==> config.mk <==
export PLATFORM = sky130hd
export DESIGN_NAME = axil_slave_ctrl
export DESIGN_NICKNAME = d
export VERILOG_FILES = /design/src/verilog/axil_pkg.sv /design/src/verilog/ctrl_pkg.sv /design/src/verilog/axil_slave_ctrl.sv
export VERILOG_INCLUDE_DIRS = /design/src /design/src/verilog
export SDC_FILE = /design/constraint.sdc
export NUM_CORES = 1
export LEC_CHECK = 0
export ABC_CLOCK_PERIOD_IN_PS = 5800
export BUFFER_PORTS_ARGS = -buffer_cell sky130_fd_sc_hd__buf_2
export CORE_AREA = 2 2 149 151
export CTS_BUF_LIST = sky130_fd_sc_hd__clkbuf_8 sky130_fd_sc_hd__clkbuf_16
export CTS_CLUSTER_DIAMETER = 200
export CTS_CLUSTER_SIZE = 24
export DETAILED_ROUTE_END_ITERATION = 6
export DIE_AREA = 0 0 151 153
export RECOVER_POWER = 50
export SLEW_MARGIN = 20
export SYNTH_ARGS = -nofsm -noshare
export SYNTH_HDL_FRONTEND = slang
export SYNTH_SLANG_ARGS = --single-unit
==> constraint.sdc <==
create_clock -name i_aclk -period 5.8 [get_ports i_aclk]
set_input_delay 1.16 -clock i_aclk [delete_from_list [all_inputs] [get_ports i_aclk]]
set_output_delay 1.16 -clock i_aclk [all_outputs]
set_load 0.1 [all_outputs]
==> src/verilog/axil_defs.svh <==
// Bus widths, RAM depth, memory latency and AXI response codes
`ifndef AXIL_DEFS_SVH
`define AXIL_DEFS_SVH

// ----------------------------------------------------------------------
// Internal AXI-lite bus geometry
// ----------------------------------------------------------------------
`define AXIL_ADDR_W 32                  // Byte address
`define AXIL_DATA_W 64                  // One memory word
`define AXIL_STRB_W (`AXIL_DATA_W / 8)  // One enable per byte
`define AXIL_RESP_W 2

// ----------------------------------------------------------------------
// Memory array
// ----------------------------------------------------------------------
`define RAM_DEPTH   256  // 64-bit words, byte range 0..2047
`define MEM_LATENCY 3    // Cycles from access accept to response

// Response codes
`define RESP_OKAY   2'b00
`define RESP_SLVERR 2'b10

`endif

==> src/verilog/axil_pkg.sv <==
// AXI-lite bus vector types for address, data, strobe and response
`include "axil_defs.svh"

package axil_pkg;

  // ----------------------------------------------------------------------
  // Payload vectors of the internal bus
  // ----------------------------------------------------------------------

  // Byte address, also used on the processor port
  typedef logic [`AXIL_ADDR_W-1:0] addr_t;

  // One data word
  typedef logic [`AXIL_DATA_W-1:0] data_t;

  // Byte enables, bit n covers data bits 8n+7..8n
  typedef logic [`AXIL_STRB_W-1:0] strb_t;

  typedef logic [`AXIL_RESP_W-1:0] resp_t;  // OKAY or SLVERR only

endpackage

==> src/verilog/ctrl_pkg.sv <==
// State machine enums for the master read path, master write path and slave
package ctrl_pkg;

  // Master read path
  typedef enum logic [1:0] {
    RD_IDLE, RD_ADDR, RD_DATA
  } rd_state_e;

  // Master write path
  typedef enum logic [1:0] {
    WR_IDLE, WR_ADDR, WR_DATA, WR_RESP
  } wr_state_e;

  // Slave controller, shared by both directions
  typedef enum logic [1:0] {
    SLV_IDLE, SLV_WDATA, SLV_WAIT, SLV_RESP
  } slv_state_e;

endpackage

==> src/verilog/axil_slave_ctrl.sv <==
// AXI-lite slave FSM sequencing address, write data, latency wait and response
`timescale 1ns/1ps
`include "axil_defs.svh"

module axil_slave_ctrl (
  input  logic             i_aclk,
  input  logic             i_rst_n,
  // Internal bus, master outputs
  input  logic             i_awvalid,
  input  axil_pkg::addr_t  i_awaddr,
  input  logic             i_wvalid,
  input  axil_pkg::data_t  i_wdata,
  input  axil_pkg::strb_t  i_wstrb,
  input  logic             i_bready,
  input  logic             i_arvalid,
  input  axil_pkg::addr_t  i_araddr,
  input  logic             i_rready,
  // Internal bus, slave outputs
  output logic             o_awready,
  output logic             o_wready,
  output logic             o_bvalid,
  output axil_pkg::resp_t  o_bresp,
  output logic             o_arready,
  output logic             o_rvalid,
  output axil_pkg::data_t  o_rdata,
  output axil_pkg::resp_t  o_rresp,
  // RAM bank
  output axil_pkg::addr_t  o_ram_addr,
  output logic             o_ram_we,
  output axil_pkg::data_t  o_ram_wdata,
  output axil_pkg::strb_t  o_ram_strb,
  input  axil_pkg::data_t  i_ram_rdata,
  input  logic             i_ram_hit,
  // Latency timer
  output logic             o_timer_start,
  input  logic             i_timer_done
);
  import axil_pkg::*;
  import ctrl_pkg::*;

  slv_state_e state;
  logic       is_rd;    // Access in progress is a read
  addr_t      addr_q;
  data_t      rdata_q;
  resp_t      resp_q;
  logic       aw_fire, w_fire, b_fire, ar_fire, r_fire;

  // Reads win a tie in IDLE
  assign o_arready = (state == SLV_IDLE) && i_arvalid;
  assign o_awready = (state == SLV_IDLE) && i_awvalid && !i_arvalid;
  assign o_wready  = (state == SLV_WDATA);
  assign o_bvalid  = (state == SLV_RESP) && !is_rd;
  assign o_rvalid  = (state == SLV_RESP) && is_rd;

  assign aw_fire = i_awvalid & o_awready;
  assign w_fire  = i_wvalid  & o_wready;
  assign b_fire  = o_bvalid  & i_bready;
  assign ar_fire = i_arvalid & o_arready;
  assign r_fire  = o_rvalid  & i_rready;

  // ----------------------------------------------------------------------
  // Control FSM
  // ----------------------------------------------------------------------
  always_ff @(posedge i_aclk or negedge i_rst_n) begin
    if (!i_rst_n) begin
      state <= SLV_IDLE;
      is_rd <= 1'b0;
    end else begin
      case (state)
        SLV_IDLE: begin
          if (ar_fire) begin
            state <= SLV_WAIT;
            is_rd <= 1'b1;
          end else if (aw_fire) begin
            state <= SLV_WDATA;
            is_rd <= 1'b0;
          end
        end
        SLV_WDATA: if (w_fire) state <= SLV_WAIT;
        SLV_WAIT:  if (i_timer_done) state <= SLV_RESP;
        SLV_RESP:  if (b_fire || r_fire) state <= SLV_IDLE;
        default:   state <= SLV_IDLE;
      endcase
    end
  end

  // Address latch and registered response
  always_ff @(posedge i_aclk) begin
    if (ar_fire) begin
      addr_q <= i_araddr;
    end else if (aw_fire) begin
      addr_q <= i_awaddr;
    end
    if (state == SLV_WAIT && i_timer_done) begin
      resp_q  <= i_ram_hit ? `RESP_OKAY : `RESP_SLVERR;
      rdata_q <= i_ram_rdata;  // Zero when unmapped
    end
  end

  assign o_bresp = resp_q;
  assign o_rresp = resp_q;
  assign o_rdata = rdata_q;

  // ----------------------------------------------------------------------
  // RAM and timer drive
  // ----------------------------------------------------------------------
  assign o_ram_addr    = addr_q;
  assign o_ram_we      = w_fire && i_ram_hit;  // Unmapped writes dropped
  assign o_ram_wdata   = i_wdata;
  assign o_ram_strb    = i_wstrb;
  assign o_timer_start = ar_fire | w_fire;

  a_b_hold: assert property (@(posedge i_aclk) disable iff (!i_rst_n)
    o_bvalid && !i_bready |=> o_bvalid && $stable(o_bresp));
  a_r_hold: assert property (@(posedge i_aclk) disable iff (!i_rst_n)
    o_rvalid && !i_rready |=> o_rvalid && $stable(o_rdata) && $stable(o_rresp));

  // Master must not open the other direction mid-access
  a_one_access: assert property (@(posedge i_aclk) disable iff (!i_rst_n)
    (state != SLV_IDLE) |-> !(is_rd ? i_awvalid : i_arvalid));

endmodule

* Word level (Yosys, flattened, before mapping)
Index checks and enable logic that the tools add are counted.
** Cells by class
- Equal/unequal tests :: 7
- Mux-type cells :: 11
- Bitwise logic cells :: 6
- Reductions and logical operators :: 14
** Operators by type and width (number)
- 32-bit 2-to-1 mux :: 2
- 2-bit 2-to-1 mux :: 6
- 2-bit one-hot mux with 4 select lines :: 1
- 1-bit logical AND :: 7
- 1-bit AND :: 5
- 2-bit == test, second input constant :: 2
- 2-bit by 1-bit != test with 1-bit output, second input constant :: 2
- 4-bit AND reduction :: 1
- 3-bit != test, second input constant :: 1
- 2-bit by 1-bit == test with 1-bit output, second input constant :: 1
- 1-bit zero test :: 2
- 2-bit zero test :: 1
- 1-bit 2-to-1 mux :: 2
- 2-bit != test, second input constant :: 1
- 2-bit AND reduction :: 1
- 2-bit nonzero test :: 1
- 1-bit logical OR :: 1
- 1-bit OR :: 1
** Storage, ports and cells
- Register bits :: 101
- Input bits :: 209
- Output and inout bits :: 179
- Logic and storage cells :: 43

* Logic depth before layout (Yosys ltp)
- Word-level depth :: 7
- Gate-level depth with buffers :: 6
- Mapped depth without buffers :: 6

* Worst setup path after synthesis
No wires, ideal clock.
- Path type :: reg2out
- Start point :: reg state[1]
- End point :: out o_ram_we
- Arrival time :: 2.744 ns
- Setup slack :: 1.896 ns
- Cell stages (with the launch flop) :: 5
- Path buffers :: 0
- Cell sequence :: dfrtp_1 -> inv_1 -> ha_1 -> nand2_1 -> nor2_1
** On the way
- Word-level cells in the longest chain between the ends :: 3
** RTL lines
- start, declared :: RTL line axil_slave_ctrl.sv:41 : slv_state_e state;
- start signal, assigned :: RTL line axil_slave_ctrl.sv:66 : state <= SLV_IDLE;
- start signal, assigned :: RTL line axil_slave_ctrl.sv:72 : state <= SLV_WAIT;
- start signal, assigned :: RTL line axil_slave_ctrl.sv:75 : state <= SLV_WDATA;
- 2-bit by 1-bit == test with 1-bit output :: RTL line axil_slave_ctrl.sv:51 : assign o_wready = (state == SLV_WDATA);
- named net o_wready :: RTL line axil_slave_ctrl.sv:20 : output logic o_wready,
- 1-bit AND :: RTL line axil_slave_ctrl.sv:56 : assign w_fire = i_wvalid & o_wready;
- 1-bit logical AND :: RTL line axil_slave_ctrl.sv:108 : assign o_ram_we = w_fire && i_ram_hit;
- end, declared :: RTL line axil_slave_ctrl.sv:29 : output logic o_ram_we,
The timed path passes the listed nets, and every way through them passes these cells.

* Final worst setup path
- Start point :: in i_arvalid
- End point :: out o_arready
** On the way
- Word-level cells in the longest chain between the ends :: 1
** RTL lines
- start, declared :: RTL line axil_slave_ctrl.sv:15 : input logic i_arvalid,
- 1-bit logical AND :: RTL line axil_slave_ctrl.sv:49 : assign o_arready = (state == SLV_IDLE) && i_arvalid;
- end, declared :: RTL line axil_slave_ctrl.sv:23 : output logic o_arready,
Every way passes these cells.

==> summary.txt <==
Run status
  • Status: finished with violations
  • Failing checks: capacitance limit, slew limit

Route
  • DR pass1 iterations: 4
  • Via/cell ratio: around 3.6
  • Drt first-iter violations: 60
  • Via count: 2,515
  • Wirelength, routed: roughly 12,000 microns
  • Drt wl/cell: 16.4 microns
  • Residual DRC: 0
  • Routed Antenna Nets: 0

Finish
  • Area Growth Syn to Fin: 29.4%
  • Layout cells sized above 1: ~62%
  • # nets final: between 600 and 700
  • Final Non-Filler Cells: roughly 700
  • Ant. Diodes: 0

Hold path
  • Tightest Hold Check Type: flop to flop
  • Endpoint, Worst Hold: is_rd
  • HP Start: is_rd
  • Hold depth: 2

Clock network
  • Cts repair resizes: 0
  • CTS tree: done
  • CTS Buffer Depth: 2
  • Clk root buf: clkbuf_16
  • CTS buffer count: 9
  • Post-CTS setup buffers: 0
  • Clock Latency Late Sink: about 340 ps
  • Clk pin slew, worst setup/hold paths: ~80 ps
  • Clock sinks: 100
  • CTS hold repair buffers: 0
  • Htree depth: 3

Die
  • Row count: 54
  • Starting density of the core: approximately a fifth
  • Chip Width: ~150 microns
  • Die Area: roughly 23,000 sq um
  • Top Ports: around 390
  • Core area: approximately 21,000 sq um
  • Die Y: around 150 microns

Power and ir drop
  • Lkg Pwr: ~2.2 nW
  • Power Dens Cells: between 500 and 600 nW/um^2
  • Peak VDD IR: between 0.00015 and 0.0002 V

Placement
  • DP Wirelength: 9260 microns
  • DP Cell Count: between 600 and 700
  • IO buf count: roughly 240
  • Gp weighted congestion: roughly 0.73

Critical path
  • R2R Setup Slk: 2110 ps
  • Reg2reg path depth: 4
  • CP max FO: 35
  • Critical path's slowest cell: nand2_1
  • CP cell instances: clkbuf_1 -> nand2_1 -> inv_1 -> buf_2
  • Critical path endpoint category: primary output
  • Slowest stage delay, CP: around 900 ps
  • Startpoint type of the worst setup path: input port
  • Worst EP required: around 4600 ps
  • Crit path buf inv count: 3
  • Worst flop-to-flop path startpoint: state[0]
  • WP data arrival: between 3000 and 4000 ps
  • Critical R2R Capture: o_rdata[45]
  • Critical path's top delay family: buffers and inverters
  • Worst Setup Path Type: input port to primary output

STA
  • Tmin final: roughly 4200 ps
  • RSZ-0062 raised after global routing: false
  • F_max: 240 MHz
  • Final Hold Fails: 0
  • Period utilisation layout: a little under three quarters
  • Setup Viol. Count Final: 0
  • Max-slew headroom: -120%
  • Final setup TNS: 0 ps
  • Worst Tran Pin Value: between 3000 and 4000 ps
  • Setup Skew: ~9.0 ps
  • Max-slew violations: around 140
  • Final Hold Slack: slightly below 600 ps

Flow run
  • Max-cap violations: 3

Synth
  • Post-synthesis sequential area ratio: a little under three quarters
  • Cells after Synth: ~240
  • Synth cell types: 22
  • Netlist Area Pre-Place: 4170 sq um
  • Seq cells post-synth: 100
  • YS warnings: 0
  • Syn Area/Cell: approximately 17 sq um

Global route
  • Vias in the first global route: ~2.5k
  • Initial antenna violation count: 0
  • GR Util All Layers: 9.26%
  • Global-route wire length before repair: 15,300 microns
  • Largest net degree at the start of global routing: 66
  • Total gr overflow: 0
==> worst max path at each step <==
stage / to / slack [ps] / cells past startpoint / startpoint
floorplan: o_ram_we / 1900 / 4 / state[1]
global placement: o_arready / 2140 / 4 / i_arvalid
detailed placement: o_arready / 2100 / 4 / i_arvalid
CTS: o_arready / 2130 / 4 / i_arvalid
global route: o_arready / 1350 / 4 / i_arvalid
finish: o_arready / 1630 / 4 / i_arvalid
==> worst min-delay path, stage by stage (launching register included) <==
cell	delay (ps)
dfrtp_1	410
nand2_1	80
nand2_1	60
==> state kept, by name, indices dropped and copies added (netlist names) <==
name,count
is_rd,1
o_ram_addr,32
o_rdata,64
o_bresp,1
state,2
==> metrics by stage <==
stage / power, mW / utilization (%) / setup WS [ps] / instance area (sq um)
after floorplan: 2.56 / - / 1900 / 4170
after global placement: 2.58 / 24.0 / 2140 / 5160
after detailed placement: 2.59 / 24.0 / 2100 / 5160
after CTS: 3.21 / 25.4 / 2130 / 5450
after global routing: 3.28 / 25.1 / 1350 / 5400
final: 3.14 / 25.1 / 1630 / 5400
==> layout make-up <==
type	count	area (sq um)
Fill cell	2281	16100
Sequential cell	100	2990
Timing Repair Buffer	242	1180
Multi-Input combinational cell	61	573
Tap cell	280	350
Clock buffer	9	225
Clock inverter	7	65.1
Inverter	4	15.0
==> cell usage after synthesis (all sizes together) <==
master,number,area [sq um]
nor2,2,7.51
nand3,1,5.00
nor3b,1,7.51
buf,78,578
ha,5,62.6
nand2,6,25.0
o21a,1,7.51
and2,2,13.8
a2111oi,1,27.5
mux2,32,360
edfxtp,97,2910
and2b,2,17.5
nor2b,1,6.26
dfrtp,3,75.1
o21ai,1,5.00
mux2i,4,40.0
conb,1,3.75
inv,4,15.0
==> layout by cell type, fill, tap and decap left out, drive strengths merged <==
cell / Yosys / routed
a2111oi: 1 / 1
and2: 2 / 2
and2b: 2 / 2
buf: 78 / 216
clkbuf: 0 / 35
clkinv: 0 / 2
conb: 1 / 2
dfrtp: 3 / 3
edfxtp: 97 / 97
ha: 5 / 5
inv: 4 / 9
mux2: 32 / 32
mux2i: 4 / 4
nand2: 6 / 6
nand3: 1 / 1
nor2: 2 / 2
nor2b: 1 / 1
nor3b: 1 / 1
o21a: 1 / 1
o21ai: 1 / 1
==> per-layer routing <==
layer	wire length [microns]	track usage (%)	part of all wire [%]
met5	0	0	0
met4	162	3.52	1.4
met3	1660	5.28	14
met2	5700	16.2	50
met1	3980	8.96	35
==> report_power, final <==
group / switching, mW / internal, mW / leakage [nW]
Combinational: 1.28 / 0.216 / 1.16
Clock: 0.295 / 0.304 / 0.146
Sequential: 0.0470 / 1.00 / 0.931
==> kinds of logic after synthesis <==
group | synth area share, %
buffers and inverters | 14.2
AO/OA/AOI/OAI | 0.960
multiplexers | 9.60
flip-flops | 71.6
adder cells (fa/ha/maj) | 1.50
other | 0.0899
AND/OR/NAND/NOR | 1.98
Note: power is estimated with default switching activity, not from simulation.
