**src/verilog/axil_defs.svh**
```systemverilog
// Bus widths, RAM depth, memory latency and AXI response codes
`ifndef AXIL_DEFS_SVH
`define AXIL_DEFS_SVH

// ----------------------------------------------------------------------
// Internal AXI-lite bus geometry
// ----------------------------------------------------------------------
`define AXIL_ADDR_W 32                  // Byte address
`define AXIL_DATA_W 64                  // One memory word
`define AXIL_STRB_W (`AXIL_DATA_W / 8)  // One enable per byte
`define AXIL_RESP_W 2

// ----------------------------------------------------------------------
// Memory array
// ----------------------------------------------------------------------
`define RAM_DEPTH   256  // 64-bit words, byte range 0..2047
`define MEM_LATENCY 3    // Cycles from access accept to response

// Response codes
`define RESP_OKAY   2'b00
`define RESP_SLVERR 2'b10

`endif

```
**src/verilog/axil_pkg.sv**
```systemverilog
// AXI-lite bus vector types for address, data, strobe and response
`include "axil_defs.svh"

package axil_pkg;

  // ----------------------------------------------------------------------
  // Payload vectors of the internal bus
  // ----------------------------------------------------------------------

  // Byte address, also used on the processor port
  typedef logic [`AXIL_ADDR_W-1:0] addr_t;

  // One data word
  typedef logic [`AXIL_DATA_W-1:0] data_t;

  // Byte enables, bit n covers data bits 8n+7..8n
  typedef logic [`AXIL_STRB_W-1:0] strb_t;

  typedef logic [`AXIL_RESP_W-1:0] resp_t;  // OKAY or SLVERR only

endpackage

```
**src/verilog/ctrl_pkg.sv**
```systemverilog
// State machine enums for the master read path, master write path and slave
package ctrl_pkg;

  // Master read path
  typedef enum logic [1:0] {
    RD_IDLE, RD_ADDR, RD_DATA
  } rd_state_e;

  // Master write path
  typedef enum logic [1:0] {
    WR_IDLE, WR_ADDR, WR_DATA, WR_RESP
  } wr_state_e;

  // Slave controller, shared by both directions
  typedef enum logic [1:0] {
    SLV_IDLE, SLV_WDATA, SLV_WAIT, SLV_RESP
  } slv_state_e;

endpackage

```
**src/verilog/axil_master.sv**
```systemverilog
// AXI-lite master for a held processor request, with read and write FSMs
`timescale 1ns/1ps
`include "axil_defs.svh"

module axil_master (
  input  logic             i_aclk,
  input  logic             i_rst_n,
  // Processor request port
  input  logic             i_rw_valid,
  input  logic             i_rw_ren,
  input  logic             i_rw_wen,
  input  axil_pkg::addr_t  i_rw_addr,
  input  axil_pkg::data_t  i_rw_wdata,
  input  axil_pkg::strb_t  i_rw_strb,
  output logic             o_rw_addr_ok,
  output logic             o_rw_data_ok,
  output axil_pkg::data_t  o_rw_rdata,
  output logic             o_rw_err,
  // Internal bus, master outputs
  output logic             o_awvalid,
  output axil_pkg::addr_t  o_awaddr,
  output logic             o_wvalid,
  output axil_pkg::data_t  o_wdata,
  output axil_pkg::strb_t  o_wstrb,
  output logic             o_bready,
  output logic             o_arvalid,
  output axil_pkg::addr_t  o_araddr,
  output logic             o_rready,
  // Internal bus, slave outputs
  input  logic             i_awready,
  input  logic             i_wready,
  input  logic             i_bvalid,
  input  axil_pkg::resp_t  i_bresp,
  input  logic             i_arready,
  input  logic             i_rvalid,
  input  axil_pkg::data_t  i_rdata,
  input  axil_pkg::resp_t  i_rresp
);
  import axil_pkg::*;
  import ctrl_pkg::*;

  rd_state_e rd_state;
  wr_state_e wr_state;
  resp_t     done_resp;
  logic      aw_fire, w_fire, b_fire, ar_fire, r_fire;

  assign aw_fire = o_awvalid & i_awready;
  assign w_fire  = o_wvalid  & i_wready;
  assign b_fire  = o_bready  & i_bvalid;
  assign ar_fire = o_arvalid & i_arready;
  assign r_fire  = o_rready  & i_rvalid;

  // ----------------------------------------------------------------------
  // State machines, each moves only under its own request type
  // ----------------------------------------------------------------------
  always_ff @(posedge i_aclk or negedge i_rst_n) begin
    if (!i_rst_n) begin
      rd_state <= RD_IDLE;
    end else if (i_rw_valid && i_rw_ren) begin
      case (rd_state)
        RD_IDLE: rd_state <= RD_ADDR;
        RD_ADDR: if (ar_fire) rd_state <= RD_DATA;
        RD_DATA: if (r_fire) rd_state <= RD_IDLE;
        default: rd_state <= RD_IDLE;
      endcase
    end
  end

  always_ff @(posedge i_aclk or negedge i_rst_n) begin
    if (!i_rst_n) begin
      wr_state <= WR_IDLE;
    end else if (i_rw_valid && i_rw_wen) begin
      case (wr_state)
        WR_IDLE: wr_state <= WR_ADDR;
        WR_ADDR: if (aw_fire) wr_state <= WR_DATA;
        WR_DATA: if (w_fire) wr_state <= WR_RESP;
        WR_RESP: if (b_fire) wr_state <= WR_IDLE;
        default: wr_state <= WR_IDLE;
      endcase
    end
  end

  // ----------------------------------------------------------------------
  // Channel decode, payload straight from the held request
  // ----------------------------------------------------------------------
  assign o_awvalid = (wr_state == WR_ADDR);
  assign o_awaddr  = i_rw_addr;
  assign o_wvalid  = (wr_state == WR_DATA);
  assign o_wdata   = i_rw_wdata;
  assign o_wstrb   = i_rw_strb;
  assign o_bready  = (wr_state == WR_RESP);  // Never back-pressures B
  assign o_arvalid = (rd_state == RD_ADDR);
  assign o_araddr  = i_rw_addr;
  assign o_rready  = (rd_state == RD_DATA);

  // Processor handshakes
  assign o_rw_addr_ok = ar_fire | w_fire;
  assign o_rw_data_ok = r_fire | b_fire;
  assign o_rw_rdata   = i_rdata;
  assign done_resp    = r_fire ? i_rresp : i_bresp;
  assign o_rw_err     = o_rw_data_ok && (done_resp != `RESP_OKAY);

  // Requester presents one direction at a time
  a_one_dir: assert property (@(posedge i_aclk) disable iff (!i_rst_n)
    i_rw_valid |-> !(i_rw_ren && i_rw_wen));

  // Relies on the requester holding its request
  a_aw_hold: assert property (@(posedge i_aclk) disable iff (!i_rst_n)
    o_awvalid && !i_awready |=> o_awvalid && $stable(o_awaddr));
  a_ar_hold: assert property (@(posedge i_aclk) disable iff (!i_rst_n)
    o_arvalid && !i_arready |=> o_arvalid && $stable(o_araddr));

endmodule

```
**config.mk**
```make
export PLATFORM = sky130hd
export DESIGN_NAME = axil_master
export DESIGN_NICKNAME = d
export VERILOG_FILES = /design/src/verilog/axil_pkg.sv /design/src/verilog/ctrl_pkg.sv /design/src/verilog/axil_master.sv
export VERILOG_INCLUDE_DIRS = /design/src /design/src/verilog
export SDC_FILE = /design/constraint.sdc
export NUM_CORES = 1
export LEC_CHECK = 0
export BUFFER_PORTS_ARGS = -buffer_cell sky130_fd_sc_hd__buf_2
export CORE_AREA = 2 2 152 154
export DETAILED_ROUTE_END_ITERATION = 10
export DIE_AREA = 0 0 154 156
export PLACE_DENSITY = 0.35
export RECOVER_POWER = 100
export SETUP_SLACK_MARGIN = 0.4
export SLEW_MARGIN = 5
export SYNTH_ARGS = -nofsm -noshare
export SYNTH_HDL_FRONTEND = slang
export SYNTH_SLANG_ARGS = --single-unit
export TNS_END_PERCENT = 1
```
**constraint.sdc**
```tcl
create_clock -name i_aclk -period 4 [get_ports i_aclk]
set_input_delay 1.2 -clock i_aclk [delete_from_list [all_inputs] [get_ports i_aclk]]
set_output_delay 1.2 -clock i_aclk [all_outputs]
set_load 0.005 [all_outputs]
```
* Yosys cells after proc, flatten, opt, wreduce, memory -nomap -nowiden
Cells that the tools add are included.
Storage, ports and cells: register bits after elaboration 4, input bits 182, output and inout bits 208, logic and storage cells 35
Cells by class: eq/ne operators 10, muxes and demuxes 8, bitwise operators 7, reduce and logical (&&, ||, !) cells 8
Operators by type and width (count):
- 2-to-1 mux 2 bit | 6
- inequality test 2 x 1 -> 1 bit (second input constant) | 5
- case mux 2 bit (4 select lines) | 1
- equality test 2 bit (second input constant) | 3
- case mux 2 bit (3 select lines) | 1
- AND 1 bit | 5
- equality test 2 x 1 -> 1 bit (second input constant) | 2
- zero test 2 bit | 2
- AND reduction 4 bit | 1
- logical AND 1 bit | 3
- AND reduction 3 bit | 1
- OR 1 bit | 2
- nonzero test 2 bit | 1

* Logic depth before layout (Yosys ltp)
Gate-level depths: netlist of run 1.
word-level depth 5, depth in mapped cells 5, gate-level depth less buffers 5

* Least setup slack after synthesis of run 1
Ideal clock, no wire load.
path kind input port to output port, start input i_bvalid, end output o_rw_err, arrival 1548 ps, data required time 2800 ps, path slack 1252 ps, stages 3, path buffers 0, cells stage by stage nand2_1 -> o21ai_0 -> o31a_1
On the way: longest elaborated chain between the ends 3
RTL lines:
- from (decl) | RTL line axil_master.sv:32 | input logic i_bvalid,
- AND 1 bit | RTL line axil_master.sv:49 | assign b_fire = o_bready & i_bvalid;
- OR 1 bit | RTL line axil_master.sv:98 | assign o_rw_data_ok = r_fire | b_fire;
- logical AND 1 bit | RTL line axil_master.sv:101 | assign o_rw_err = o_rw_data_ok && (done_resp != `RESP_OKAY);
- to (decl) | RTL line axil_master.sv:18 | output logic o_rw_err,
Every way passes these cells.

* Worst setup path in the final report of run 1
Same ends and word-level chain as after synthesis.

==> results.py, run 1 <==
metrics = {
    "run_status": {
        "outcome": "finished clean",
    },
    "sta": {
        "finalClockSkew_ps": 0.0919,
        "holdWs_ps": 603,
        "tightest_slew_ps": 921,
        "period_share_pct": 75.9,
        "fin_crit_ps": 3040,
        "hold_viol_final": 0,
        "rsz0062_at_grt": "no",
        "fmax_mhz": 329,
        "tns_ps": 0,
        "postLayoutSetupSlackWorst_ps": 965,
        "slew_headroom_pct": 37.0,
        "setup_viol_count_final": 0,
        "slew_violations": 0,
    },
    "min_path": {
        "hold_path_class": "flop to flop",
        "hold_depth": 1,
    },
    "critical_path": {
        "critical_path.startpoint_type": "input port",
        "critPathKind": "input port to output pin",
        "crit_path_end_kind": "output pin",
        "cp_data_required_time_ps": 2800,
        "worst-path-max-fanout": 2,
        "worstPathArrival_ps": 1840,
        "r2r_cells": 5,
    },
    "synth": {
        "synth_ff_type": "dfrtp_1",
        "ys_ff_latch": 4,
        "ys_types": 16,
        "avgSynthCellArea_um2": 7.79,
        "synth_nets": 421,
        "synth_warnings": 0,
        "synth_commonest_cells": "buf_4 (200), nand2_1 (7), dfrtp_1 (4), ha_1 (4)",
        "yosys-top-cells-area": "buf_4 (82%), dfrtp_1 (5.5%), ha_1 (2.7%)",
        "synth-edff-count": 0,
        "syn_inst": 235,
        "synth_top_area_share_pct": 82.0,
        "async_flop_share_pct": 100,
        "yosysTopAreaCell": "buf_4",
        "synth_most_common_cell": "buf_4",
        "ys_seq_area_share_pct": 5.46,
        "syn_area_um2": 1830,
    },
    "finish": {
        "nets": 247,
        "num_antenna_cells": 0,
        "utilization_pct": 3.77,
        "drive_gt1_share_pct": 37.3,
        "final_area_um2": 843,
        "fillers": 2640,
        "syn_to_final_growth_pct": -54.0,
        "fin_cells": 344,
    },
    "route": {
        "dr.pass1.iters": 2,
        "num_vias": 584,
        "avgViaCountPerCell": 1.70,
        "drtIter0Drc": 25,
        "drt_wl_total_um": 3540,
        "route.detailed.wl_per_inst_um": 10.3,
        "ant_nets": 0,
        "drc_errors": 0,
    },
    "power_and_ir_drop": {
        "p_seq_share_pct": 20.7,
        "power_frac_comb_pct": 37.4,
        "pwr_density_cell_nw_per_um2": 447,
        "p_int_mw": 0.257,
        "total_power_mw": 0.377,
        "switching_share_pct": 31.9,
        "peakVddDrop_uv": 273,
        "switchingPower_mw": 0.120,
        "p_leak_nw": 0.275,
        "p_clk_share_pct": 42.0,
    },
    "clocking": {
        "clock_path_buffers": 2,
        "cts_buffers": 3,
        "cts_sinks": 4,
        "cts_resized": 0,
        "clk_latency_ps": 230,
        "hold_buffers": 0,
        "cts_setup_buffers": 0,
        "cts-root-buf": "clkbuf_16",
        "h-tree-depth": 1,
        "path_clk_slew_ps": 30,
        "tritoncts": "yes",
    },
    "die": {
        "placementRows": 55,
        "die_width_um": 154,
        "io_pins": 390,
        "die_h_um": 156,
        "initial_core_util_pct": 8.19,
        "coreArea_um2": 22400,
        "dieArea_um2": 24000,
    },
    "run": {
        "cap_violations": 0,
    },
    "place": {
        "numPortBuffers": 21,
        "gp_congestion": 0.607,
        "hpwl_um": 2910,
        "placed_area_um2": 792,
        "place_ws_ps": 963,
        "placed_cells": 341,
    },
    "global_route": {
        "grt_pass1_vias": 693,
        "grt_max_degree": 7,
        "grt_pass1_wl_um": 4470,
        "antenna_found_initial": 0,
        "grt-ovfl-total": 0,
        "gr-usage-all-layers_pct": 2.59,
    },
}
worst max-delay path: stages:
cell      delay, ps
clkbuf_1        100
nand2_1         110
o21ai_0         180
o31a_1          140
buf_2           100
layer usage:
| metal | global-route usage [%] | up-vias | part of all wire, % |
|---|---|---|---|
| met3 | 1.39 | 98 | 21 |
| met4 | 6.94 | 0 | 24 |
| met2 | 3.46 | 103 | 38 |
| met5 | 0 | - | 0 |
| li1 | - | 167 | - |
| met1 | 1.20 | 216 | 17 |
cells by family after synthesis:
family / share of synthesized area (%)
AOI/OAI and AO/OA: 3.62
adders and majority gates: 2.73
buffers and inverters: 82.6
DFF: 5.46
muxes: 1.37
and+or+nand+nor: 4.24
placed cells by master, fill, tap and decap left out, drive strengths merged:
cell      n
o21ai     3
clkbuf    8
a2111oi   1
mux2i     1
nor2      3
ha        4
buf      16
a21o      1
inv       3
nand2     7
o31a      1
mux2      1
nor2b     4
dfrtp     4
a211oi    1
nand3b    1
path summary, 6_finish.rpt:
path	startpoint	end	slack [ps]
setup / recovery	i_bvalid	o_rw_err	960
hold / removal	wr_state[1]	wr_state[1]	600
setup reg to reg	wr_state[0]	wr_state[1]	1880
hold reg to reg	wr_state[1]	wr_state[1]	600
max in group asynchronous	i_rst_n	rd_state[1]	3000
min in group asynchronous	i_rst_n	wr_state[1]	800
state kept, by name, summed over array words and instances (netlist names):
register and count:
rd_state 2, wr_state 2
cell type report:
class / instances / area, um^2 / share of cell area, %
Timing Repair Buffer: 21 / 100 / 11.9
Inverter: 3 / 11.3 / 1.34
Multi-Input combinational cell: 28 / 200 / 23.7
Tap cell: 285 / 357 / 42.3
Clock buffer: 3 / 75.1 / 8.90
Sequential cell: 4 / 100 / 11.9
power groups by stage:
stage | Combinational, mW | Clock, mW | Sequential [mW]
after floorplan | 0.258 | 0 | 0.0697
after detailed placement | 0.157 | 0 | 0.0800
after global routing | 0.160 | 0.163 | 0.0831
after global placement | 0.152 | 0 | 0.0779
final | 0.141 | 0.158 | 0.0779
after CTS | 0.158 | 0.161 | 0.0795
No activity file was read; power rests on OpenSTA's default activity.
==> inputs of run 2 (changes only) <==
--- a/config.mk
+++ b/config.mk
@@ -7,10 +7,10 @@
 export NUM_CORES = 1
 export LEC_CHECK = 0
 export BUFFER_PORTS_ARGS = -buffer_cell sky130_fd_sc_hd__buf_2
-export CORE_AREA = 2 2 152 154
+export CORE_AREA = 2 2 150 152
 export DETAILED_ROUTE_END_ITERATION = 10
-export DIE_AREA = 0 0 154 156
-export PLACE_DENSITY = 0.35
+export DIE_AREA = 0 0 152 154
+export PLACE_DENSITY = 0.37
 export RECOVER_POWER = 100
 export SETUP_SLACK_MARGIN = 0.4
 export SLEW_MARGIN = 5
==> constraint.sdc (replaced) <==
create_clock -name i_aclk -period 2.7 [get_ports i_aclk]
set_input_delay 0.81 -clock i_aclk [delete_from_list [all_inputs] [get_ports i_aclk]]
set_output_delay 0.81 -clock i_aclk [all_outputs]
set_load 0.005 [all_outputs]
==> run 2 against run 1 <==
  * Sequential share of layout area rose by 0.23 points
  * Clock skew barely moved
  * First-iteration DRC count fell by 16%
  * Total power rose by 41%
  * Non-clock buffer count did not move
  * Clock-buffer cell count did not move
  * Final area fell by 1.9%
  * Sequential power rose by 39%
  * Critical path depth did not move
  * Routed wire length fell by 5.1%
  * Register-to-register slack got worse by 1400 ps
  * Largest power group unchanged
  * Highest routed layer unchanged
==> results.py, run 2 (same netlist as run 1, synthesis figures left out) <==
metrics = {
    "route": {
        "drt_wl_total_um": 3360,
        "num_vias": 565,
        "route.detailed.wl_per_inst_um": 9.92,
        "avgViaCountPerCell": 1.67,
        "drtIter0Drc": 21,
        "ant_nets": 0,
        "drc_errors": 0,
        "dr.pass1.iters": 3,
    },
    "power_and_ir_drop": {
        "total_power_mw": 0.530,
        "p_leak_nw": 0.258,
        "peakVddDrop_uv": 332,
        "pwr_density_cell_nw_per_um2": 640,
    },
    "finish": {
        "nets": 247,
        "num_antenna_cells": 0,
        "syn_to_final_growth_pct": -54.8,
        "regArea_um2": 100,
        "utilization_pct": 3.81,
        "layout_common_cells": "buf_2 (12), clkbuf_1 (8), nand2_1 (7)",
        "top_regs": "rd_state: 2 flops, wr_state: 2 flops",
        "final_area_um2": 827,
        "mostFrequentLayoutCell": "buf_2",
        "fillers": 2579,
        "multi_input_area_um2": 195,
        "drive_gt1_share_pct": 30.5,
    },
    "global_route": {
        "grt_pass1_wl_um": 4270,
        "grt_max_degree": 7,
        "grt-ovfl-total": 0,
        "antenna_found_initial": 0,
        "grt_pass1_vias": 660,
        "gr-usage-all-layers_pct": 2.55,
    },
    "clocking": {
        "tritoncts": "yes",
        "clk_latency_ps": 220,
        "cts_buffers": 3,
        "cts-root-buf": "clkbuf_16",
        "clock_path_buffers": 2,
        "hold_buffers": 0,
        "cts_setup_buffers": 0,
        "cts_sinks": 4,
        "cts_resized": 0,
        "path_clk_slew_ps": 30,
        "h-tree-depth": 1,
    },
    "place": {
        "placed_area_um2": 786,
        "hpwl_um": 2880,
        "gp_congestion": 0.655,
        "numPortBuffers": 21,
    },
    "sta": {
        "rsz0062_at_grt": "no",
        "fmax_mhz": 451,
        "period_share_pct": 82.1,
        "slew_violations": 0,
        "fin_crit_ps": 2220,
        "finalClockSkew_ps": 0.0635,
        "tightest_slew_ps": 1030,
        "hold_viol_final": 0,
        "setup_viol_count_final": 0,
        "tns_ps": 0,
        "slew_headroom_pct": 29.8,
    },
    "die": {
        "placementRows": 54,
        "initial_core_util_pct": 8.45,
        "die_width_um": 152,
        "dieArea_um2": 23400,
        "die_h_um": 154,
        "io_pins": 390,
        "coreArea_um2": 21700,
    },
    "critical_path": {
        "critical_path.startpoint_type": "flop",
        "worstPathArrival_ps": 2320,
        "cp_data_required_time_ps": 2800,
        "worst-path-max-fanout": 4,
        "r2r_slack_ps": 480,
        "crit_path_end_kind": "flop",
        "critPathKind": "flop to flop",
    },
    "run_status": {
        "outcome": "finished clean",
    },
    "run": {
        "cap_violations": 0,
    },
    "min_path": {
        "hold_path_class": "input port to async pin",
    },
}
==> run 2: changes by cell type in the layout (fill, tap and decap cells not counted), sizes merged <==
| cell | change |
|---|---|
| clkbuf | +4 |
| buf | -4 |
==> run 2: power breakdown <==
group | total, mW | internal, mW | switching, mW
registers | 0.108 | 0.0840 | 0.0239
clock network | 0.231 | 0.189 | 0.0414
logic | 0.191 | 0.0950 | 0.0963
total | 0.530 | 0.368 | 0.162
==> run 2: path summary, 6_finish.rpt <==
check | start | to | cells past startpoint
min | i_rst_n | rd_state[1] | 1
max in group asynchronous | i_rst_n | wr_state[1] | 1
min reg2reg | wr_state[1] | wr_state[1] | 1
max reg2reg | wr_state[0] | wr_state[1] | 5
min in group i_aclk | wr_state[1] | wr_state[1] | 1
max | wr_state[0] | wr_state[1] | 5
==> run 2: final cells by class <==
cell class                 count  share of cell area (%)
tap                          280                    42.4
multi-input combinational     28                    23.6
sequential                     4                    12.1
timing repair buffer          21                    11.5
clock buffer                   3                    9.08
inverter                       3                    1.36
==> run 2: metrics by stage <==
stage	hold WS, ps	instances	setup slack, ps
final	412	339	482
after global routing	425	339	311
after CTS	386	339	479
after detailed placement	574	336	480
after global placement	564	336	483
after floorplan	514	235	732
==> run 2: routing by layer <==
metal / global-route usage, % / wire (um)
met5: 0 / 0
met4: 6.68 / 857
met3: 2.06 / 782
met2: 3.45 / 1320
met1: 0.764 / 401
==> run 2: critical path, cell delays in order, from the launching register on <==
cell and delay (ps):
dfrtp_1 360, inv_1 80, ha_1 250, nor2b_2 160, a2111oi_0 890, mux2_4 360
